[config.mk]
export PLATFORM = sky130hd
export DESIGN_NAME = br_unit
export DESIGN_NICKNAME = d
export VERILOG_FILES = /design/src/design/isa_pkg.sv /design/src/design/fu_pkg.sv /design/src/design/br_unit.sv
export VERILOG_INCLUDE_DIRS = /design/src /design/src/design
export SDC_FILE = /design/constraint.sdc
export NUM_CORES = 1
export LEC_CHECK = 0
export CAP_MARGIN = 20
export CORE_ASPECT_RATIO = 0.75
export CORE_MARGIN = 2
export CORE_UTILIZATION = 30
export DETAILED_ROUTE_END_ITERATION = 8
export DONT_BUFFER_PORTS = 1
export SLEW_MARGIN = 15
export SYNTH_ARGS = -nofsm -noshare
export SYNTH_HDL_FRONTEND = slang
export SYNTH_SLANG_ARGS = --single-unit
[constraint.sdc]
create_clock -name vclk -period 5.1
set_input_delay 0.51 -clock vclk [all_inputs]
set_output_delay 0.51 -clock vclk [all_outputs]
set_load 0.02 [all_outputs]
[src/design/fu_defines.svh]
`ifndef FU_DEFINES_SVH
`define FU_DEFINES_SVH

// Data path width in bits
`define XLEN 64

// Issue tag width, enough for 64 in-flight tags
`define TAG_W 6

// Multiply pipeline depth, any value of 2 or more
`define MULT_STAGES 4

// Instruction size in bytes
// Link step and displacement scale
`define INSN_BYTES 4

`endif

[src/design/isa_pkg.sv]
package isa_pkg;

  // Operations accepted at the issue port
  typedef enum logic [4:0] {
    OP_ADDQ   = 5'd0,
    OP_SUBQ   = 5'd1,
    OP_AND    = 5'd2,
    OP_BIC    = 5'd3,   // a & ~b
    OP_BIS    = 5'd4,   // a | b
    OP_ORNOT  = 5'd5,   // a | ~b
    OP_XOR    = 5'd6,
    OP_EQV    = 5'd7,   // a ^ ~b

    // Shifts by the low six bits of b
    OP_SRL    = 5'd8,
    OP_SLL    = 5'd9,
    OP_SRA    = 5'd10,

    // Compares, 0 or 1 in bit zero
    OP_CMPULT = 5'd11,
    OP_CMPEQ  = 5'd12,
    OP_CMPULE = 5'd13,
    OP_CMPLT  = 5'd14,
    OP_CMPLE  = 5'd15,

    OP_MULQ   = 5'd16,  // Low 64 bits of the product
    OP_BR     = 5'd17   // Condition comes on its own field
  } fu_op_e;

  // Branch conditions on operand a
  // Bit 2 negates the test picked by bits 1:0
  typedef enum logic [2:0] {
    BR_LBC = 3'b000,  // lsb clear
    BR_EQ  = 3'b001,
    BR_LT  = 3'b010,
    BR_LE  = 3'b011,
    BR_LBS = 3'b100,  // lsb set
    BR_NE  = 3'b101,
    BR_GE  = 3'b110,
    BR_GT  = 3'b111
  } br_cond_e;

endpackage

[src/design/fu_pkg.sv]
`include "fu_defines.svh"

package fu_pkg;

  // Data word and issue tag
  typedef logic [`XLEN-1:0]  word_t;
  typedef logic [`TAG_W-1:0] tag_t;

  // Which execution path an operation goes to
  typedef enum logic [1:0] {
    CLS_INT = 2'd0,   // ALU, one cycle
    CLS_BR  = 2'd1,   // Branch, one cycle
    CLS_MUL = 2'd2    // Multiply pipeline
  } exec_class_e;

  // Source that currently owns the completion port
  typedef enum logic [1:0] {
    SRC_NONE = 2'd0,
    SRC_INT  = 2'd1,
    SRC_MUL  = 2'd2
  } cpl_src_e;

endpackage

[src/design/br_unit.sv]
`include "fu_defines.svh"

module br_unit (
  input  isa_pkg::br_cond_e cond,
  input  fu_pkg::word_t     a,
  input  fu_pkg::word_t     pc,
  input  fu_pkg::word_t     disp,
  output logic              taken,
  output fu_pkg::word_t     target,
  output fu_pkg::word_t     link
);

  logic          raw;       // Test result before negation
  logic          a_zero;
  logic          a_neg;
  fu_pkg::word_t disp_bytes;

  assign a_zero = (a == '0);
  assign a_neg  = a[`XLEN-1];

  // Base test from the low two condition bits
  always_comb begin
    case (cond[1:0])
      2'b00:   raw = ~a[0];           // LBC
      2'b01:   raw = a_zero;          // EQ
      2'b10:   raw = a_neg;           // LT
      default: raw = a_neg | a_zero;  // LE
    endcase
  end

  assign taken = raw ^ cond[2];

  // Next sequential pc doubles as the link value
  assign link = pc + `INSN_BYTES;

  // Displacement counts instructions
  assign disp_bytes = disp * `INSN_BYTES;
  assign target     = link + disp_bytes;

endmodule

; Word level (Yosys, flattened, before mapping)
; Index checks and enable logic that the tools add are counted.
[totals]
reg_bits = 0
input_bits = 195
[classes]
add_sub_neg = 2
n_eq_ne = 2
muxes = 1
bitwise = 3
reduce_logical = 2
[ops]
columns = op, count
row1 = 64-bit by 3-bit adder with 64-bit output (second input constant), 1
row2 = 64-bit adder, 1
row3 = 64-bit logical NOT, 1
row4 = 1-bit case mux with 3 select lines, 1
row5 = 2-bit by 1-bit == test with 1-bit output (second input constant), 1
row6 = 2-bit == test (second input constant), 1
row7 = 2-bit logical NOT, 1
row8 = 1-bit inverter, 1
row9 = 1-bit OR, 1
row10 = 1-bit XOR, 1

; Logic depth before layout (Yosys ltp)
; Gate-level depths: netlist of the first run.
[logic_depth]
ltp_word = 4
depth_mapped = 20
depth_no_buf = 19

; Worst setup path before layout of the first run
; Ideal clock, no wire load.
[synth_timing]
kind = input-to-output
startpoint = input pc[14]
endpoint = output target[60]
arrival_ps = 4509
required_ps = 4590
slack_ps = 81
stages = 15
path_buffers = 1
path_cell_list = and4_1 nand4_1 or4_1 nor2_1 xor2_1 ha_1 buf_2 nand3_1 or4_1 o21ai_1 a211oi_1 o21ai_2 a21oi_1 o311a_1 or3_1
[synth_via]
elab_chain_len = 2
[synth_rtl]
columns = item, line
row1 = from (decl), br_unit.sv:6  ; input fu_pkg::word_t pc,
row2 = 64-bit by 3-bit adder with 64-bit output (no source line), n/a
row3 = named net link[38], br_unit.sv:10  ; output fu_pkg::word_t link
row4 = 64-bit adder, br_unit.sv:38  ; assign target = link + disp_bytes;
row5 = to (decl), br_unit.sv:9  ; output fu_pkg::word_t target,
; The timed path passes the listed nets, and every way through them passes these cells.

; Worst setup path after layout of the first run
[layout_timing]
startpoint = input pc[8]
endpoint = output target[60]
[layout_via]
elab_chain_len = 2
[layout_rtl]
columns = item, line
row1 = 64-bit by 3-bit adder with 64-bit output (no source line), n/a
row2 = 64-bit adder, br_unit.sv:38
; No other way between the ends.

==> results of run 1 <==
power by group through the flow:
stage | Combinational [mW] | Sequential, mW | Clock, mW
finish | 0.959 | 0 | 0
global route | 1.03 | 0 | 0
CTS | 0.942 | 0 | 0
detailed placement | 0.937 | 0 | 0
global placement | 0.937 | 0 | 0
floorplan | 0.665 | 0 | 0
routing by layer:
metal  vias to the layer above  share of wire, %
met5                         -                 0
met4                         0               1.8
met3                        20               7.1
met2                       321                46
met1                      2899                45
li1                       3030                 -
path summary, 6_finish.rpt:
kind / from / endpoint / slack, ns / cells after the start
setup / recovery: pc[8] / target[60] / 0.23 / 16
hold / removal: pc[1] / target[1] / 1.02 / 0
layout by cell type, fill, tap and decap left out, types with 3 or more instances in the layout:
cell type                  netlist  layout
sky130_fd_sc_hd__a31oi_1         9       8
sky130_fd_sc_hd__xnor2_1        86      83
sky130_fd_sc_hd__nand4_1        39      39
sky130_fd_sc_hd__and3_1         13      13
sky130_fd_sc_hd__buf_4           5     128
sky130_fd_sc_hd__o21ai_1         4       3
sky130_fd_sc_hd__nor3_1         21      20
sky130_fd_sc_hd__xor2_1         32      32
sky130_fd_sc_hd__o21bai_1       17      17
sky130_fd_sc_hd__xnor2_2         0       3
sky130_fd_sc_hd__or4_1           5       4
sky130_fd_sc_hd__o21a_1          6       6
sky130_fd_sc_hd__nor2b_1         6       5
sky130_fd_sc_hd__o21ai_2         1       3
sky130_fd_sc_hd__a21o_1         43      43
sky130_fd_sc_hd__o211ai_1        3       3
sky130_fd_sc_hd__nor2_1         62      60
sky130_fd_sc_hd__or3_1           5       4
sky130_fd_sc_hd__and4_1          9       9
sky130_fd_sc_hd__ha_1           68      66
sky130_fd_sc_hd__a21oi_1        76      74
sky130_fd_sc_hd__a211oi_1        8       8
sky130_fd_sc_hd__o31ai_1         4       4
sky130_fd_sc_hd__nand2_1        66      65
sky130_fd_sc_hd__o21ai_0        28      27
sky130_fd_sc_hd__nand3_1        34      33
sky130_fd_sc_hd__and2_1          5       5
sky130_fd_sc_hd__inv_1          23      23
sky130_fd_sc_hd__nor4_1         20      19
worst max-delay path, stage by stage:
cell and delay (ns):
sky130_fd_sc_hd__nand4_1 0.20, sky130_fd_sc_hd__nor4_4 0.36, sky130_fd_sc_hd__nor3b_4 0.26, sky130_fd_sc_hd__buf_4 0.18, sky130_fd_sc_hd__nand4_1 0.15, sky130_fd_sc_hd__xnor2_2 0.21, sky130_fd_sc_hd__ha_4 0.31, sky130_fd_sc_hd__nand3_1 0.15
sky130_fd_sc_hd__or4_1 0.59, sky130_fd_sc_hd__o21ai_2 0.18, sky130_fd_sc_hd__a211oi_1 0.10, sky130_fd_sc_hd__buf_4 0.16, sky130_fd_sc_hd__o21ai_2 0.14, sky130_fd_sc_hd__a21oi_1 0.13, sky130_fd_sc_hd__o311a_1 0.30, sky130_fd_sc_hd__or3_4 0.43
stage by stage:
stage	total power, mW	setup WS [ns]	hold WS, ns	setup TNS, ns	utilization [%]
6_report	0.9594	0.2260	1.020	0	37.89
5_1_grt	1.030	-0.003676	1.020	-0.006348	37.89
4_1_cts	0.9416	0.06189	1.020	0	37.13
3_5_place_dp	0.9373	0.08239	1.020	0	37.13
3_3_place_gp	0.9372	0.07207	1.020	0	37.13
2_1_floorplan	0.6651	0.08139	1.106	0	-
kinds of logic after synthesis:
logic type	synth area share [%]
buf+inv	4.164
compound gates	27.60
simple gates	30.86
fa+ha+maj	16.85
xor+xnor	20.53
what timing repair did:
item,in CTS,in global routing
buffers inserted,0,3
setup endpoints to repair,0,14
gates resized for setup,0,22
final cells by class:
class / instances / area (µm²) / area share, %
multi-input cells: 708 / 5060 / 79.36
repair buffers: 128 / 960.9 / 15.07
well taps: 215 / 269.0 / 4.219
inverters: 23 / 86.33 / 1.354
==> impl_summary.txt, run 1 <==
----------------------------------------------------
[Status]
  Run status ... finished clean

[Power]
  Part of the total power dissipated in sequential elements ... 0%
  Clock share of power ... 0%
  Worst vdd ir ... 0.1227 mV
  Sw Pwr ... 596.8 µW
  Switching portion of total power ... 62.21%
  Leakage power ... 2.792 nW
  Cell internal power dissipation ... 362.6 µW
  Pwr per Cell Area ... 150.5 nW/µm²
  Combinational share of power ... 100.0%

[Final layout]
  Final nets ... 1,125
  Fillers ... 1,820
  Count of clock-net buffers in the final layout ... 0
  Synth-to-layout area growth ... 23.36%
  Area of all placed cells without fillers ... 6376 µm²
  Area taken by flip-flops and latches ... 0 µm²
  Layout cell share with drive strength beyond 1 ... 18.74%
  Final cell count without fillers ... 1,074
  Sequential cells ... 0
  Number of diodes added for antenna fixing ... 0

[Floorplanning]
  Total I/O pin count ... 324
  Effective utilization at floorplan ... 30.72%
  Overall die area ... 18,310 µm²
  Core Footprint ... 16,830 µm²
  Vertical die dimension ... 117.7 µm
  Cell Rows ... 41
  DIE WIDTH ... 155.6 µm

[Route]
  Drt first pass iters ... 5
  Via total after detailed routing ... 6,270
  Wire length per cell after detailed routing ... 19.95 µm
  DRC violations left ... 0
  Remaining number of nets flagged by the antenna check after routing ... 0
  Avg Vias per Cell ... 5.838
  DRC violation total after the first TritonRoute iteration ... 482
  Aggregate routed wire length ... 21,430 µm

[Worst hold path]
  Type of the tightest min-delay check ... in -> out

[Worst setup path]
  Startpoint types ... primary input
  Data arrival at the endpoint of the critical path ... 4.36 ns
  Category of the critical setup timing path ... in -> out
  Worst Path Required ... 4.59 ns
  Setup crit end kind ... output port
  Maximum fanout count along the critical path ... 6

[Placed design]
  Half-perimeter wire length of the detailed placement result ... 19,130 µm
  Buffers on Ports ... 0
  Placed Cells incl. Taps ... 1,071
  Routability Congestion ... 0.9392
  Instance area at placement ... 6247 µm²

[Logic synthesis]
  Synth warn ... 0
  Biggest area contributors in the synthesized netlist ... sky130_fd_sc_hd__ha_1 (16%), sky130_fd_sc_hd__xnor2_1 (15%), sky130_fd_sc_hd__a21oi_1 (7.4%)
  Cell taking the most area after synthesis ... sky130_fd_sc_hd__ha_1
  Gate Count Post-Synth ... 756
  Average size of a mapped cell ... 6.837 µm²
  Most numerous cell types in the synthesized netlist ... sky130_fd_sc_hd__xnor2_1 (86), sky130_fd_sc_hd__a21oi_1 (76), sky130_fd_sc_hd__ha_1 (68)
  Syn_nets ... 1,020
  Post-synthesis instance area ... 5169 µm²
  Sequential area share after synthesis ... 0%
  Share of the synthesized area in the top cell type ... 16.46%
  Cell with the most instances after synthesis ... sky130_fd_sc_hd__xnor2_1
  Number of distinct standard cells referenced by the synthesized netlist ... 61

[Clock network]
  Post-CTS Hold Fix Bufs ... 0

[STA]
  Slew Viols, Final ... 0
  Transition time of the tightest slew-check pin ... 0.6160 ns
  Endpoints failing hold ... 0
  Post-route fraction of the period consumed by the critical path ... 95.57%
  Relative slew margins ... 58.64%
  Total setup violations reported at the end of the flow ... 0
  Time the worst path needs with I/O delays and setup ... 4.874 ns
  Maximum clock frequency ... 205.2 MHz

[Global routing]
  Met1 track demand over resource ... 30.85%
  Wire length of the first global-routing pass ... 32,300 µm
  Peak-usage layer in the global routing report ... met2
  Routing usage on met3 ... 1.804%
  Overall routing resource usage ... 21.62%
  Antenna violations before repair ... 0
  Number of global-route vias before repair ... 5,864
  GR Overflow Total ... 0
  GR Util met2 ... 36.20%
  Largest net degree at the start of global routing ... 14

[Flow run]
  Max capacitance violation total ... 0

----------------------------------------------------
Note: power is estimated with default switching activity, not from simulation.
==> run 2: changes to the inputs <==
--- a/config.mk
+++ b/config.mk
@@ -6,6 +6,7 @@
 export SDC_FILE = /design/constraint.sdc
 export NUM_CORES = 1
 export LEC_CHECK = 0
+export ABC_AREA = 1
 export CAP_MARGIN = 20
 export CORE_ASPECT_RATIO = 0.75
 export CORE_MARGIN = 2
==> constraint.sdc (replaced) <==
create_clock -name vclk -period 5.1
set_input_delay 0.51 -clock vclk [all_inputs]
set_output_delay 0.51 -clock vclk [all_outputs]
set_load 0.1 [all_outputs]
==> impl_summary.txt, run 2 <==
----------------------------------------------------
[Logic synthesis]
  Sequential area share after synthesis ... 0%
  XOR/XNOR Fraction of Synth Area ... 11.07%
  Fraction of synthesized area in multiplexers ... 0%
  Gate Count Post-Synth ... 1,492
  Cell taking the most area after synthesis ... sky130_fd_sc_hd__nand2_1
  Post-synthesis instance area ... 7356 µm²
  Number of distinct standard cells referenced by the synthesized netlist ... 33
  Cell with the most instances after synthesis ... sky130_fd_sc_hd__nand2_1
  Most numerous cell types in the synthesized netlist ... sky130_fd_sc_hd__nand2_1 (554), sky130_fd_sc_hd__inv_1 (279), sky130_fd_sc_hd__nor2_1 (192)
  Biggest area contributors in the synthesized netlist ... sky130_fd_sc_hd__nand2_1 (28%), sky130_fd_sc_hd__inv_1 (14%), sky130_fd_sc_hd__ha_1 (12%)
  Dominant combinational cell family by area after synthesis ... simple AND/OR/NAND/NOR gates
  Average size of a mapped cell ... 4.930 µm²
  Synth Area in Adders ... 11.84%
  Share of the synthesized area in the top cell type ... 28.27%
  Syn_nets ... 1,756
  Area share of and/or/nand/nor cells after synthesis ... 54.81%
  Synth Area in Compound Gates ... 7.586%
  Synth warn ... 0

[Placed design]
  Instance area at placement ... 9721 µm²
  Worst slack, placed ... 0.7027 ns
  Buffers on Ports ... 0
  Half-perimeter wire length of the detailed placement result ... 31,090 µm
  Routability Congestion ... 0.9721

[Route]
  Aggregate routed wire length ... 33,550 µm
  Drt first pass iters ... 6
  Remaining number of nets flagged by the antenna check after routing ... 0
  DRC violation total after the first TritonRoute iteration ... 890
  Via total after detailed routing ... 9,618
  Avg Vias per Cell ... 4.958
  Wire length per cell after detailed routing ... 17.29 µm
  DRC violations left ... 0

[Worst setup path]
  Maximum fanout count along the critical path ... 4
  Setup crit end kind ... output port
  Data arrival at the endpoint of the critical path ... 3.85 ns
  Worst Path Required ... 4.59 ns
  Startpoint types ... primary input
  Category of the critical setup timing path ... in -> out

[Final layout]
  Fillers ... 2,676
  Area of the multi-input gates ... 6834 µm²
  Most frequent cells in the layout ... sky130_fd_sc_hd__nand2_1 (554), sky130_fd_sc_hd__inv_1 (279), sky130_fd_sc_hd__nor2_1 (192)
  Sequential cells ... 0
  Area of all placed cells without fillers ... 9721 µm²
  Final nets ... 1,875
  Most common cell after layout, fill and taps aside ... sky130_fd_sc_hd__nand2_1
  Layout cell share with drive strength beyond 1 ... 14.36%
  Area taken by flip-flops and latches ... 0 µm²
  Synth-to-layout area growth ... 32.15%
  Number of diodes added for antenna fixing ... 0
  Count of clock-net buffers in the final layout ... 0

[Flow run]
  Max capacitance violation total ... 0

[Power]
  Pwr per Cell Area ... 224.6 nW/µm²
  Sw Pwr ... 1.598 mW
  Clock share of power ... 0%
  Part of the total power dissipated in sequential elements ... 0%
  Combinational share of power ... 100.0%
  Worst vdd ir ... 0.1445 mV
  Switching portion of total power ... 73.22%
  Cell internal power dissipation ... 584.7 µW
  PnR Total Power ... 2.183 mW
  Leakage power ... 5.343 nW

[STA]
  Slew Viols, Final ... 0
  Relative slew margins ... 33.13%
  Maximum clock frequency ... 229.1 MHz
  Total setup violations reported at the end of the flow ... 0
  Post-route fraction of the period consumed by the critical path ... 85.57%
  Worst setup slack after layout ... 0.7359 ns
  Transition time of the tightest slew-check pin ... 1.002 ns
  Minimum hold slack ... 1.020 ns
  Endpoints failing hold ... 0
  RSZ-0062 raised after global routing ... no
  Time the worst path needs with I/O delays and setup ... 4.364 ns

[Clock network]
  Post-CTS Hold Fix Bufs ... 0
  Post-CTS setup buffer count ... 0
  Number of gates resized after cts ... 0

[Worst hold path]
  Type of the tightest min-delay check ... in -> out

[Status]
  Run status ... finished clean

[Global routing]
  Largest net degree at the start of global routing ... 6
  Antenna violations before repair ... 1
  Number of global-route vias before repair ... 8,917
  GR Overflow Total ... 0
  Overall routing resource usage ... 25.20%
  Wire length of the first global-routing pass ... 49,850 µm

[Floorplanning]
  Cell Rows ... 49
  Effective utilization at floorplan ... 30.61%
  Overall die area ... 25,800 µm²
  Vertical die dimension ... 139.6 µm
  Core Footprint ... 24,030 µm²
  Total I/O pin count ... 324
  DIE WIDTH ... 184.8 µm

----------------------------------------------------
## run 2: changes by cell type after synthesis, sizes merged, moves of 11 or more
cell / change
nand2: +498
inv: +257
nor2: +145
xnor2: -66
nand3: +53
a21o: -42
xor2: +40
clkbuf: -12
nor4: -11
## run 2: path summary, 6_finish.rpt
| path | cells after the start | from | end | slack, ns |
|---|---|---|---|---|
| max | 19 | pc[14] | target[47] | 0.74 |
| min | 0 | pc[1] | target[1] | 1.02 |
## run 2: through the flow
step	instances	TNS [ns]	util (%)
global route	1940	0	40.45
global placement	1940	0	40.45
detailed placement	1940	0	40.45
CTS	1940	0	40.45
floorplan	1492	-0.2661	-
finish	1940	0	40.45
## run 2: routing by layer
| metal | vias to the layer above | track usage (%) | routed length [µm] |
|---|---|---|---|
| met4 | 2 | 2.757 | 523 |
| met1 | 4365 | 36.70 | 15410 |
| met2 | 414 | 39.96 | 14530 |
| li1 | 4796 | - | - |
| met5 | - | 0 | 13 |
| met3 | 41 | 4.292 | 3076 |
## run 2: cells by family after synthesis
family | Yosys count
xor+xnor | 93
buf+inv | 284
fa+ha+maj | 69
compound gates | 104
simple gates | 942
## run 2: area by class of cell
cell class,instances,share of cell area (%)
inverter,280,10.81
multi-input combinational,1208,70.31
timing repair buffer,121,14.62
tap,331,4.261
## run 2: critical path: stages
cell	delay [ns]
sky130_fd_sc_hd__nand2_1	0.07
sky130_fd_sc_hd__nor2_2	0.19
sky130_fd_sc_hd__nand3_4	0.14
sky130_fd_sc_hd__nor3_1	0.46
sky130_fd_sc_hd__nand3_1	0.18
sky130_fd_sc_hd__xor2_1	0.17
sky130_fd_sc_hd__inv_1	0.10
sky130_fd_sc_hd__ha_1	0.45
sky130_fd_sc_hd__nand2_1	0.14
sky130_fd_sc_hd__nor2_1	0.26
sky130_fd_sc_hd__nand2_1	0.15
sky130_fd_sc_hd__nor2_1	0.13
sky130_fd_sc_hd__nand2_1	0.07
sky130_fd_sc_hd__nand2_1	0.22
sky130_fd_sc_hd__nand3_1	0.16
sky130_fd_sc_hd__nand2_1	0.09
sky130_fd_sc_hd__nand2_1	0.05
sky130_fd_sc_hd__nand2_1	0.12
sky130_fd_sc_hd__buf_12	0.19
## run 2: power by group through the flow
stage | combinational [mW] | clock (mW) | sequential (mW)
global route | 2.29 | 0 | 0
global placement | 2.16 | 0 | 0
detailed placement | 2.17 | 0 | 0
finish | 2.18 | 0 | 0
CTS | 2.18 | 0 | 0
floorplan | 1.56 | 0 | 0
