[src/design/fu_defines.svh]
`ifndef FU_DEFINES_SVH
`define FU_DEFINES_SVH

// Data path width in bits
`define XLEN 64

// Issue tag width, enough for 64 in-flight tags
`define TAG_W 6

// Multiply pipeline depth, any value of 2 or more
`define MULT_STAGES 4

// Instruction size in bytes
// Link step and displacement scale
`define INSN_BYTES 4

`endif

[src/design/isa_pkg.sv]
package isa_pkg;

  // Operations accepted at the issue port
  typedef enum logic [4:0] {
    OP_ADDQ   = 5'd0,
    OP_SUBQ   = 5'd1,
    OP_AND    = 5'd2,
    OP_BIC    = 5'd3,   // a & ~b
    OP_BIS    = 5'd4,   // a | b
    OP_ORNOT  = 5'd5,   // a | ~b
    OP_XOR    = 5'd6,
    OP_EQV    = 5'd7,   // a ^ ~b

    // Shifts by the low six bits of b
    OP_SRL    = 5'd8,
    OP_SLL    = 5'd9,
    OP_SRA    = 5'd10,

    // Compares, 0 or 1 in bit zero
    OP_CMPULT = 5'd11,
    OP_CMPEQ  = 5'd12,
    OP_CMPULE = 5'd13,
    OP_CMPLT  = 5'd14,
    OP_CMPLE  = 5'd15,

    OP_MULQ   = 5'd16,  // Low 64 bits of the product
    OP_BR     = 5'd17   // Condition comes on its own field
  } fu_op_e;

  // Branch conditions on operand a
  // Bit 2 negates the test picked by bits 1:0
  typedef enum logic [2:0] {
    BR_LBC = 3'b000,  // lsb clear
    BR_EQ  = 3'b001,
    BR_LT  = 3'b010,
    BR_LE  = 3'b011,
    BR_LBS = 3'b100,  // lsb set
    BR_NE  = 3'b101,
    BR_GE  = 3'b110,
    BR_GT  = 3'b111
  } br_cond_e;

endpackage

[src/design/fu_pkg.sv]
`include "fu_defines.svh"

package fu_pkg;

  // Data word and issue tag
  typedef logic [`XLEN-1:0]  word_t;
  typedef logic [`TAG_W-1:0] tag_t;

  // Which execution path an operation goes to
  typedef enum logic [1:0] {
    CLS_INT = 2'd0,   // ALU, one cycle
    CLS_BR  = 2'd1,   // Branch, one cycle
    CLS_MUL = 2'd2    // Multiply pipeline
  } exec_class_e;

  // Source that currently owns the completion port
  typedef enum logic [1:0] {
    SRC_NONE = 2'd0,
    SRC_INT  = 2'd1,
    SRC_MUL  = 2'd2
  } cpl_src_e;

endpackage

[src/design/completion_stage.sv]
module completion_stage (
  input  logic            clock,
  input  logic            rst_n,
  input  logic            issue_valid,
  output logic            issue_ready,
  input  isa_pkg::fu_op_e issue_op,
  input  fu_pkg::tag_t    issue_tag,
  input  fu_pkg::word_t   alu_result,
  input  logic            br_taken,
  input  fu_pkg::word_t   br_target,
  input  fu_pkg::word_t   br_link,
  output logic            mul_in_valid,
  input  logic            mul_in_ready,
  input  logic            mul_out_valid,
  output logic            mul_out_ready,
  input  fu_pkg::tag_t    mul_out_tag,
  input  fu_pkg::word_t   mul_out_value,
  output logic            cpl_valid,
  input  logic            cpl_ready,
  output fu_pkg::tag_t    cpl_tag,
  output fu_pkg::word_t   cpl_value,
  output logic            cpl_taken,
  output fu_pkg::word_t   cpl_target
);

  fu_pkg::exec_class_e cls;
  fu_pkg::cpl_src_e    sel;
  fu_pkg::cpl_src_e    held_q;   // Source stalled last cycle, if any
  logic                int_vld;
  fu_pkg::tag_t        int_tag;
  fu_pkg::word_t       int_value;
  logic                int_taken;
  fu_pkg::word_t       int_target;
  logic                int_drain;
  logic                int_accept;

  always_comb begin
    case (issue_op)
      isa_pkg::OP_MULQ: cls = fu_pkg::CLS_MUL;
      isa_pkg::OP_BR:   cls = fu_pkg::CLS_BR;
      default:          cls = fu_pkg::CLS_INT;
    endcase
  end

  // A stalled pick stays; otherwise the older multiply result wins
  always_comb begin
    if (held_q != fu_pkg::SRC_NONE) sel = held_q;
    else if (mul_out_valid)         sel = fu_pkg::SRC_MUL;
    else if (int_vld)               sel = fu_pkg::SRC_INT;
    else                            sel = fu_pkg::SRC_NONE;
  end

  assign cpl_valid     = (sel != fu_pkg::SRC_NONE);
  assign mul_out_ready = cpl_ready & (sel == fu_pkg::SRC_MUL);
  assign int_drain     = cpl_ready & (sel == fu_pkg::SRC_INT);

  // Integer register takes a new entry when empty or draining now
  assign mul_in_valid = issue_valid & (cls == fu_pkg::CLS_MUL);
  assign issue_ready  = (cls == fu_pkg::CLS_MUL) ? mul_in_ready : (~int_vld | int_drain);
  assign int_accept   = issue_valid & issue_ready & (cls != fu_pkg::CLS_MUL);

  always_ff @(posedge clock) begin
    if (!rst_n) begin
      int_vld <= 1'b0;
      held_q  <= fu_pkg::SRC_NONE;
    end else begin
      held_q <= (cpl_valid && !cpl_ready) ? sel : fu_pkg::SRC_NONE;
      if (int_accept)     int_vld <= 1'b1;
      else if (int_drain) int_vld <= 1'b0;
    end
  end

  always_ff @(posedge clock) begin
    if (int_accept) begin
      int_tag    <= issue_tag;
      int_value  <= (cls == fu_pkg::CLS_BR) ? br_link : alu_result;
      int_taken  <= (cls == fu_pkg::CLS_BR) & br_taken;
      int_target <= (cls == fu_pkg::CLS_BR) ? br_target : '0;
    end
  end

  always_comb begin
    case (sel)
      fu_pkg::SRC_MUL: begin
        cpl_tag    = mul_out_tag;
        cpl_value  = mul_out_value;
        cpl_taken  = 1'b0;
        cpl_target = '0;
      end
      fu_pkg::SRC_INT: begin
        cpl_tag    = int_tag;
        cpl_value  = int_value;
        cpl_taken  = int_taken;
        cpl_target = int_target;
      end
      default: begin
        cpl_tag    = '0;
        cpl_value  = '0;
        cpl_taken  = 1'b0;
        cpl_target = '0;
      end
    endcase
  end

endmodule

[config.mk]
export PLATFORM = sky130hd
export DESIGN_NAME = completion_stage
export DESIGN_NICKNAME = d
export VERILOG_FILES = /design/src/design/isa_pkg.sv /design/src/design/fu_pkg.sv /design/src/design/completion_stage.sv
export VERILOG_INCLUDE_DIRS = /design/src /design/src/design
export SDC_FILE = /design/constraint.sdc
export NUM_CORES = 1
export LEC_CHECK = 0
export CORE_ASPECT_RATIO = 1.75
export CORE_UTILIZATION = 25
export DETAILED_ROUTE_END_ITERATION = 10
export DONT_BUFFER_PORTS = 1
export PLACE_DENSITY = 0.4
export SYNTH_ARGS = -nofsm -noshare
export SYNTH_HDL_FRONTEND = slang
export SYNTH_SLANG_ARGS = --single-unit
[constraint.sdc]
create_clock -name clock -period 12 [get_ports clock]
set_input_delay 0.6 -clock clock [delete_from_list [all_inputs] [get_ports clock]]
set_output_delay 0.6 -clock clock [all_outputs]
set_load 0.02 [all_outputs]
Word level (Yosys, flattened, before mapping)

Cells that the tools add are included.

Latch bits: 0
Logic and storage cells: 39
Memories kept: 0
ROM bits: 0
Register bits: 138
Input bits: 280
Output and inout bits: 139
Bits in writable memories: 0

Reductions and logical operators: 6
Shift operators: 0
Eq/ne operators: 7
Bitwise operators: 8
Order comparisons: 0
Add/sub/neg operators: 0
Div/mod/pow operators: 0
$mul: 0
Multiplexer cells: 12

Operator list:

| cell                 | count |
|---|---|
| $mux W64             | 2 |
| $pmux W64 S2         | 1 |
| $pmux W6 S2          | 1 |
| $eq A5 B5 Y1 const B | 2 |
| $and A1 B1 Y1        | 6 |
| $reduce_bool A2 Y1   | 3 |
| $mux W1              | 5 |
| $eq A2 B1 Y1 const B | 2 |
| $eq A2 B2 Y1 const B | 2 |
| $mux W2              | 2 |
| $pmux W2 S2          | 1 |
| $ne A2 B2 Y1 const B | 1 |
| $reduce_and A2 Y1    | 1 |
| $logic_and A1 B1 Y1  | 1 |
| $logic_not A1 Y1     | 1 |
| $not A1 Y1           | 1 |
| $or A1 B1 Y1         | 1 |

Depth between registers and ports, before layout

Gate-level depths: netlist of run 1.

Depth after elaboration: 10
Gate-level depth with buffers: 8
Mapped depth without buffers: 7

Worst setup path before layout of run 1

Ideal clock, no wire load.

Kind: input -> register
Start point: input mul_out_valid
End point: register int_tag[0] (enable)
Arrival: 7.907 ns
Library setup time: 0.674 ns
Data required time: 11.326 ns
Path slack: 3.419 ns
Buffers on the path: 1
Stages on the path: 5
Cells stage by stage: a21oi_1 -> ha_1 -> clkbuf_1 -> nand2_1 -> a21oi_1

Word-level cells in the longest chain between the ends: 8

Ends and longest elaborated chain:

| element                    | RTL line               | text |
|---|---|---|
| start: declaration         | completion_stage.sv:14 | `input logic mul_out_valid,` |
| $mux W2                    | completion_stage.sv:48 | `else if (mul_out_valid) sel = fu_pkg::SRC_MUL;` |
| $mux W2                    | completion_stage.sv:47 | `if (held_q != fu_pkg::SRC_NONE) sel = held_q;` |
| $eq A2 B1 Y1               | completion_stage.sv:55 | `assign int_drain = cpl_ready & (sel == fu_pkg::SRC_INT);` |
| $and A1 B1 Y1              | completion_stage.sv:55 |  |
| $or A1 B1 Y1               | completion_stage.sv:59 | `assign issue_ready = (cls == fu_pkg::CLS_MUL) ? mul_in_ready : (~int_vld \| int_drain);` |
| $mux W1                    | completion_stage.sv:59 |  |
| $and A1 B1 Y1 (2 in a row) | completion_stage.sv:60 | `assign int_accept = issue_valid & issue_ready & (cls != fu_pkg::CLS_MUL);` |
| named net int_accept       | completion_stage.sv:35 | `logic int_accept;` |
| end signal: assignment     | completion_stage.sv:75 | `int_tag <= issue_tag;` |
| end: declaration           | completion_stage.sv:30 | `fu_pkg::tag_t int_tag;` |

The timed path passes the listed nets, and every way through them passes these cells.
A chain may end at the register's enable or synchronous reset.

Worst setup path in the final report of run 1

Start point: register held_q[0]
End point: output cpl_value[1]

Word-level cells in the longest chain between the ends: 4
Elaborated cells between the ends (all ways): 5
Those cells by class: eq/ne: 2; mux: 2; reduce/logical: 1

Ends and longest elaborated chain:

| element                                             | RTL line               | text |
|---|---|---|
| start: declaration                                  | completion_stage.sv:28 | `fu_pkg::cpl_src_e held_q;` |
| start signal: assignment                            | completion_stage.sv:65 | `held_q <= fu_pkg::SRC_NONE;` |
| start signal: assignment                            | completion_stage.sv:67 | `held_q <= (cpl_valid && !cpl_ready) ? sel : fu_pkg::SRC_NONE;` |
| $reduce_bool A2 Y1                                  | completion_stage.sv:47 |  |
| $mux W2 (*)                                         | completion_stage.sv:47 |  |
| $eq A2 B1 Y1 / $eq A2 B2 Y1 (equally long branches) | completion_stage.sv:83 | `case (sel)` |
| $pmux W64 S2 (*)                                    | completion_stage.sv:83 |  |
| end: declaration                                    | completion_stage.sv:21 | `output fu_pkg::word_t cpl_value,` |

Mark *: on every way between the ends. The rest lies on a longest branch, timed or not.

==> results of run 1 <==
per-layer routing:
layer | GRT usage (%) | wire length, microns | share of wire (%)
met5 | 0 | 9 | 0.045
met4 | 7.230 | 699 | 3.5
met3 | 5.147 | 1984 | 9.8
met2 | 22.53 | 10240 | 51
met1 | 11.70 | 7251 | 36
registers in the layout, summed over array words and instances, names as in the netlist:
name,cells
held_q,2
int_tag,6
int_target,64
int_vld,1
int_taken,1
int_value,64
Yosys cell counts (4+ instances only):
cell type	count	area (sq um)
clkbuf_1	38	142.6
inv_1	4	15.01
buf_2	6	30.03
nor2_1	5	18.77
mux2_4	60	900.9
nor2b_1	70	437.9
mux2_2	5	56.30
a22oi_1	70	525.5
and2_1	67	419.2
and3_1	65	406.6
edfxtp_1	135	4054
buf_6	6	67.56
power breakdown:
part           switching [mW]  internal [mW]
registers             0.00861          0.561
logic                  0.0943         0.0500
clock network           0.201          0.367
cell families (layout without fill, tap and decap cells):
kind of cell / Yosys count / after routing / share of synthesized area, %
and+or+nand+nor: 213 / 213 / 18.45
DFF: 138 / 138 / 56.70
AOI/OAI and AO/OA: 75 / 75 / 7.622
muxes: 65 / 65 / 13.19
buffers and inverters: 54 / 42 / 3.518
adders and majority gates: 3 / 3 / 0.5174
other: 0 / 3 / 0
how the worst min path moves through the flow:
stage            startpoint  slack (ps)  depth (start not counted)         end
4_1_cts        issue_tag[5]         230                          0  int_tag[5]
2_1_floorplan       int_vld         470                          2     int_vld
3_3_place_gp      held_q[0]         510                          2   held_q[0]
3_5_place_dp      held_q[0]         550                          2   held_q[0]
5_1_grt        issue_tag[5]         230                          0  int_tag[5]
6_report       issue_tag[5]         270                          0  int_tag[5]
cell type report:
cell class	count	area, sq um
Sequential cell	138	4114
Fill cell	2905	20420
Antenna cell	3	7.507
Multi-Input combinational cell	356	2913
Clock inverter	12	198.9
Tap cell	378	473.0
Timing Repair Buffer	7	52.55
Clock buffer	19	432.9
Inverter	4	15.01
cell usage in the layout (no fill, tap or decap):
cell	instances
nor2_1	5
o21ai_0	1
ha_2	1
nand2_4	1
ha_4	1
edfxtp_1	135
dfxtp_1	3
mux2_2	5
inv_1	4
clkinv_2	2
clkbuf_16	17
and2_1	67
nand2_1	3
mux2_4	60
a21oi_4	1
ha_1	1
nor4b_4	1
clkinv_1	1
clkbuf_1	2
clkinv_4	4
a21boi_0	1
buf_4	7
and3_1	65
a22oi_1	70
nor2b_1	70
a21oi_1	2
or4b_1	1
bufinv_16	5
diode_2	3
==> metrics, run 1 <==
Setup Skew 6.961 ps; Yosys cell types 21; Max FO, Critical Path 80; Die X 130.8 microns; Worst Path Buf+Inv 2; Skew-Pair Late Insertion Delay 430 ps; final core occ 28.67%; initial antenna violation count 4; synthesized area per cell approximately 13 sq um; die area just under 30,000 sq um; GR Overflow Total 0; worst path arrival time between 3000 and 4000 ps; DR iter-0 viols 174; Max Slew Vio Count 0; # port buffers 0; Seq/Total Area, Yosys 56.70%; # setup viols final 0; Clock Tree Root clkbuf_16; status finished, final reports clean; Critical Path RT 11,400 ps; Num Clock Sinks 138; HP Class in -> reg; RSZ-0062 raised after global routing no; DRC 0; Cell Rows 82; Post-Layout Inst Area 8207 sq um; CTS Buf Count 17; wire per inst 22.02 microns; crit path capture type primary output; setup bufs post-CTS 0; Max IR drop VDD 0.0001072 V; flop-to-flop setup slack 9240 ps; hold violation count in the final report 0; worst slew pin tran around 1200 ps; reg2reg end int_tag[1]; Final period util 31.39%; TritonCTS clock tree yes; Cell Pwr Density between 150 and 200 nW/um^2; layout cells sized above 1 19.59%; Syn Inst Count between 500 and 600; relative slew slack 22.11%; Post-Layout Cell Count 917; CP Capture Point cpl_value[1]; startpoint types register; die height 227.4 microns; clock buffer depth 2; core box area 28,630 sq um; synthesized flop and latch total 138; final wirelength 20.19 mm; initial cell density of the core 25.35%; NumNets Final 807; Tot Pwr 1.282 mW; Cell Area, Synth 7256 sq um; CTS clk-pin slew, worst paths 60 ps; vias in the first global route 4,385; stages on the worst setup path 6; crit path cell chain inv_1 > a21oi_1 > ha_4 > buf_4 > a22oi_1 > nor2b_1; GPL Wtd Cong 0.6956; GRT Resource Usage Total 12.53%; via/cell ratio 4.803; post-DP HPWL around 15 mm; Slowest-stage cell, CP buf_4; largest net degree at the start of global routing between 80 and 90; Worst R2R Start held_q[0]; Placed Area 7567 sq um; Post-synth EDFFs between 100 and 150; pre-CTS setup slack between 8000 and 9000 ps; Fmax 265.4 MHz; CTS Hold Buffers Added 0; Worst Reg2Reg Path Length in Cells 6; FFs w/ async S/R, synth 0%; Crit path largest cell delay 720 ps; Layout area overhead 13.11%; IO Pins ~420; crit path kind reg -> out; Leak Pwr between 3 and 4 nW; Synthesis Warnings 0; vias roughly 4.4k; most frequently used flop master after synthesis edfxtp_1; min cycle time layout 3767 ps; worst setup margin around 8000 ps; first-pass GRT wire length 26.08 mm; DRT antenna net count 0; Post-CTS Resized 0; worst hold slack 267.0 ps; max_cap viols 0; syn_nets between 800 and 900; number of H-tree levels 4; cell family with most CP delay buffers and inverters; Worst Setup SP held_q[0]; placed cells 883; DRT Pass-1 Iters 6; Fin Setup TNS 0 ps
No activity file was read; power rests on OpenSTA's default activity.
==> run 2: changes to the inputs <==
ABC_AREA = 1   (was not set)
clock period = 3.77 ns   (was 12 ns; I/O delays follow)
==> metrics, run 2 <==
crit path kind reg -> out; GR Overflow Total 0 (unchanged); initial antenna violation count 1 (-3); M1 WL 8.888 mm (+23%); Max Slew Vio Count 0 (unchanged); WL met3 1.014 mm (-49%); Cell Pwr Density 399.4 nW/um^2 (+160%); Fill cells 3,121 (+7.4%); Yosys cell types 19 (-9.5%); worst slew pin tran 913.9 ps (-254.4 ps); top cells by area, synth edfxtp_1, nand2_1, inv_1, o21ai_2, a21oi_1; Clock Tree Root clkbuf_16; crit path capture type primary output; initial cell density of the core 25.48% (+0.14 points); Top Layer Used met4; Tot Pwr 4.022 mW (+210%); DRT Pass-1 Iters 4 (-2); commonest non-fill, non-tap cell in the layout nand2_1; DR iter-0 viols 212 (+22%); TritonCTS clock tree yes; Sequential Area 4114 sq um (unchanged); Synthesis Warnings 0 (unchanged); via/cell ratio 4.302 (-10%); synth cell count leaders nand2_1, inv_1, edfxtp_1, a21oi_1, nor2_1; number of H-tree levels 4 (unchanged); Max FO, Critical Path 45 (-44%); Post-synth EDFFs 135 (unchanged); DRT antenna net count 0 (unchanged); placed cells 1,228 (+39%); HP Class in -> reg; max_cap viols 0 (unchanged); Synth top area share 54.13% (-1.7 points); post-synth top area cell edfxtp_1; hold violation count in the final report 0 (unchanged); GRT Resource Usage Total 14.37% (+1.8 points); first-pass GRT wire length 32.69 mm (+25%); Largest regs int_target (64), int_value (64), int_tag (6); clock buffer depth 2 (unchanged); CTS clk-pin slew, worst paths 60 ps (about the same); die area 30,680 sq um (+3.2%); worst setup margin 936.6 ps (-7296 ps); met2 WL post-DR 11.75 mm (+15%); Skew-Pair Late Insertion Delay 430 ps (about the same); die height 231.0 microns (+1.6%); final wirelength 22.15 mm (+9.7%); Post-Layout Inst Area 10,070 sq um (+23%); Setup Skew 7.816 ps (+0.8560 ps); Post-Layout Cell Count 1,436 (+57%); layout cells sized above 1 8.072% (-12 points); Placed Area 7772 sq um (+2.7%); GPL Wtd Cong 0.8376 (+20%); IO Pins 419 (unchanged); Layout area overhead 34.46%; post-DP HPWL 15.37 mm (+3.9%); worst hold slack 22.89 ps (-244.1 ps); flop-to-flop setup slack 1610 ps (-7630 ps); worst path arrival time 2640 ps (-530 ps); synthesized flop and latch total 138 (unchanged); count leader, synth nand2_1; core box area 29,390 sq um (+2.7%); NumNets Final 1,323 (+64%); vias 6,177 (+40%); Fin Setup TNS 0 ps (unchanged); most frequently used flop master after synthesis edfxtp_1; pre-CTS setup slack 1352 ps (-7030 ps); # port buffers 0 (unchanged); Num Clock Sinks 138 (unchanged); multi-input combinational cell area 2262 sq um (-22%); syn_nets 1,169 (+41%); Fmax 352.9 MHz; Seq/Total Area, Yosys 54.93% (-1.8 points); RSZ-0062 raised after global routing no; final core occ 34.27% (+5.6 points); commonest cells after routing, fill and taps aside nand2_1, inv_1, dlygate4sd3_1, edfxtp_1, a21oi_1; wire per inst 15.43 microns (-30%); synthesized area per cell 8.453 sq um (-36%); Post-CTS Resized 0 (unchanged); FFs w/ async S/R, synth 0% (unchanged); Syn Inst Count 886 (+62%); Leak Pwr 4.711 nW (+48%); Die X 132.8 microns (+1.6%); Max IR drop VDD 0.0003050 V (+180%); relative slew slack 38.95% (+17 points); vias in the first global route 6,130 (+40%); min cycle time layout 2833 ps; # setup viols final 0 (unchanged); Critical Path RT 3580 ps (-7820 ps); DRC 0 (unchanged); Cell Area, Synth 7490 sq um (+3.2%); CTS Buf Count 17 (unchanged); largest net degree at the start of global routing 74 (-8.6%); Cell Rows 83 (+1.2%); startpoint types register; status finished, final reports clean; Final period util between 70% and 80%
[run 2: layout make-up]
type	count	share of cell area [%]
clock inverter	11	1.031
tap	382	4.746
inverter	206	7.678
clock buffer	21	4.373
sequential	138	40.85
timing repair buffer	186	18.83
multi-input combinational	491	22.46
antenna	1	0.02485
[run 2: metal layers]
| layer | up-vias | global-route usage, % |
|---|---|---|
| met5 | - | 0 |
| met4 | 0 | 7.830 |
| met3 | 34 | 2.745 |
| met2 | 260 | 25.62 |
| met1 | 2877 | 15.90 |
| li1 | 3006 | - |
[run 2: repair_timing]
| item | CTS | global route |
|---|---|---|
| hold buffers | 174 | 1 |
| endpoints found under the setup margin | 0 | 0 |
| setup buffers | 0 | 0 |
| hold endpoints to repair | 132 | 1 |
[run 2: report_power, final]
part | total [mW] | internal (mW) | switching [mW]
clock | 1.58 | 0.957 | 0.627
sequential | 1.81 | 1.79 | 0.0219
combinational | 0.630 | 0.229 | 0.401
[run 2: kinds of logic (layout without fill, tap and decap cells)]
family                     after synthesis  count (layout)  share of synthesized area, %
buffers and inverters                  257             424                         15.17
adders and majority gates                3               3                        0.5012
other                                    0               1                             0
and+or+nand+nor                        351             351                         17.99
AOI/OAI and AO/OA                      137             137                         11.41
DFF                                    138             138                         54.93
[run 2: worst paths after layout]
check | startpoint | to | cells after the start
setup / recovery | held_q[0] | cpl_value[41] | 6
hold / removal | alu_result[60] | int_value[60] | 2
setup reg to reg | held_q[0] | int_target[63] | 8
hold reg to reg | held_q[1] | held_q[1] | 2
[run 2: worst max-delay path, cell delays in order, from the launching register on]
cell     delay (ps)
dfxtp_1         310
inv_1            50
a21oi_1         320
ha_1            320
inv_2           610
buf_4           420
a21oi_1         180
==> run 3: changes to the inputs <==
PLACE_DENSITY = 0.42   (was 0.4)
clock period = 2.3 ns   (was 3.77 ns; I/O delays follow)
==> metrics, run 3 (synthesized netlist as in run 2, its figures left out) <==
layout cells sized above 1 15.17% (+7.1 points); # port buffers 0 (unchanged); final wirelength 23.71 mm (+7.0%); initial cell density of the core 25.48% (unchanged); Setup Skew 7.389 ps (-0.4271 ps); die area 30,680 sq um (unchanged); post-DP HPWL 16.90 mm (+10%); NumNets Final 1,437 (+8.6%); clock buffer depth 2 (unchanged); Leak Pwr 5.314 nW (+13%); Cell Rows 83 (unchanged); initial antenna violation count 1 (unchanged); status finished, final reports clean; vias in the first global route 6,648 (+8.5%); # diodes 0 (-1); Final period util 94.98%; die height 231.0 microns (unchanged); DRT Pass-1 Iters 4 (unchanged); CTS clk-pin slew, worst paths 60 ps (about the same); Die X 132.8 microns (unchanged); DR iter-0 viols 222 (+4.7%); Skew-Pair Late Insertion Delay 440 ps (about the same); startpoint types register; Hold EP held_q[0]; Crit path largest cell delay 310 ps (-300 ps); wire per inst 15.31 microns (-0.78%); DRT antenna net count 0 (unchanged); hold violation count in the final report 0 (unchanged); via/cell ratio 4.257 (-1.0%); commonest non-fill, non-tap cell in the layout nand2_1; Max Slew Vio Count 0 (unchanged); worst hold slack 79.53 ps (+56.63 ps); Hold Path Depth 5 (+3); flop-to-flop setup slack 310 ps (-1300 ps); RSZ-0062 raised after global routing yes; Critical Path RT 2180 ps (-1400 ps); Fmax 457.8 MHz; largest net degree at the start of global routing 70 (-5.4%); reg2reg end int_target[16]; Worst Reg2Reg Path Length in Cells 8 (unchanged); number of H-tree levels 4 (unchanged); Worst R2R Start held_q[0]; crit path kind reg -> out; # setup viols final 0 (unchanged); Hold Crit Start mul_out_valid; crit path capture type primary output; Max IR drop VDD 0.0005341 V (+75%); GR Overflow Total 0 (unchanged); GPL Wtd Cong 0.8503 (+1.5%); Max FO, Critical Path 37 (-18%); Worst Setup SP held_q[1]; crit path cell chain nand3b_1 > nand2_1 > inv_1 > ha_1 > inv_2 > buf_8 > a21oi_1 > buf_4; Fin Setup TNS 0 ps (unchanged); Placed Area 8489 sq um (+9.2%); GRT Resource Usage Total 15.02% (+0.66 points); vias 6,594 (+6.8%); relative slew slack 41.35% (+2.4 points); min cycle time layout approximately 2200 ps; Num Clock Sinks 138 (unchanged); Largest regs int_target (64), int_value (64), int_tag (6); Layout area overhead 48.76%; commonest cells after routing, fill and taps aside nand2_1, inv_1, dlygate4sd3_1, edfxtp_1, buf_4; Cell Pwr Density 606.9 nW/um^2 (+52%); HP Class in -> reg; max_cap viols 0 (unchanged); core box area 29,390 sq um (unchanged); Clock Tree Root clkbuf_16; IO Pins 419 (unchanged); worst slew pin tran 870.6 ps (-43.34 ps); first-pass GRT wire length 34.12 mm (+4.4%); worst path arrival time 2070 ps (-570 ps); Post-Layout Inst Area 11,140 sq um (+11%); TritonCTS clock tree yes; CTS Buf Count 17 (unchanged); DRC 0 (unchanged); Slowest-stage cell, CP dfxtp_1
==> run 3: cell count changes in the layout (fill, tap and decap cells not counted), sizes merged <==
cell,before,now
diode,1,0
clkinvlp,2,3
buf,11,96
clkinv,7,5
dlygate4sd3,175,202
bufinv,2,1
clkbuf,21,25
==> run 3: report_power, final <==
part | internal, mW | switching [mW]
registers | 2.93 | 0.0358
clock network | 1.47 | 1.03
logic | 0.596 | 0.711
total | 4.99 | 1.77
==> run 3: worst max path at each step <==
stage,slack [ps],cells past startpoint,end
global route,-9,8,cpl_value[54]
finish,120,8,cpl_value[54]
CTS,10,7,cpl_value[63]
floorplan,-1140,8,int_tag[0]
global placement,340,8,int_target[23]
detailed placement,340,8,int_target[23]
==> run 3: area by class of cell <==
type                       count  area (sq um)
fill                        3020         18250
multi-input combinational    491          2276
tap                          382         478.0
sequential                   138          4114
clock buffer                  23         447.9
inverter                     206         773.2
timing repair buffer         300          2978
clock inverter                 9         75.07
==> run 3: routing by layer <==
metal,routed length (microns),GRT usage [%],part of all wire (%)
met5,12,0,0.051
met4,803,8.657,3.4
met3,1266,3.931,5.3
met2,12780,27.96,54
met1,8841,14.80,37
==> run 3: timing repair <==
action / CTS / global route
cloned: 0 / 2
buffers inserted: 0 / 2
setup endpoints to repair: 1 / 14
pin swaps: 0 / 1
gates resized for setup: 1 / 5
endpoints found under the hold margin: 138 / 0
hold buffers: 202 / 0
==> run 3: metrics by stage <==
stage	total power [mW]	util, %	setup slack, ps	std cells
6_report	6.762	37.91	115.5	1549
5_1_grt	7.064	37.91	-9.076	1549
4_1_cts	6.840	37.56	10.56	1545
3_5_place_dp	4.016	28.89	345.0	1311
3_3_place_gp	4.008	28.89	335.8	1311
2_1_floorplan	3.646	-	-1136	886
==> run 3: worst max-delay path, delay by kind of cell, from the launching register on <==
kind	cells	cell delay, ps
flip-flops	1	310
adder cells (fa/ha/maj)	1	300
AND/OR/NAND/NOR	2	280
buffers and inverters	4	510
AO/OA/AOI/OAI	1	210
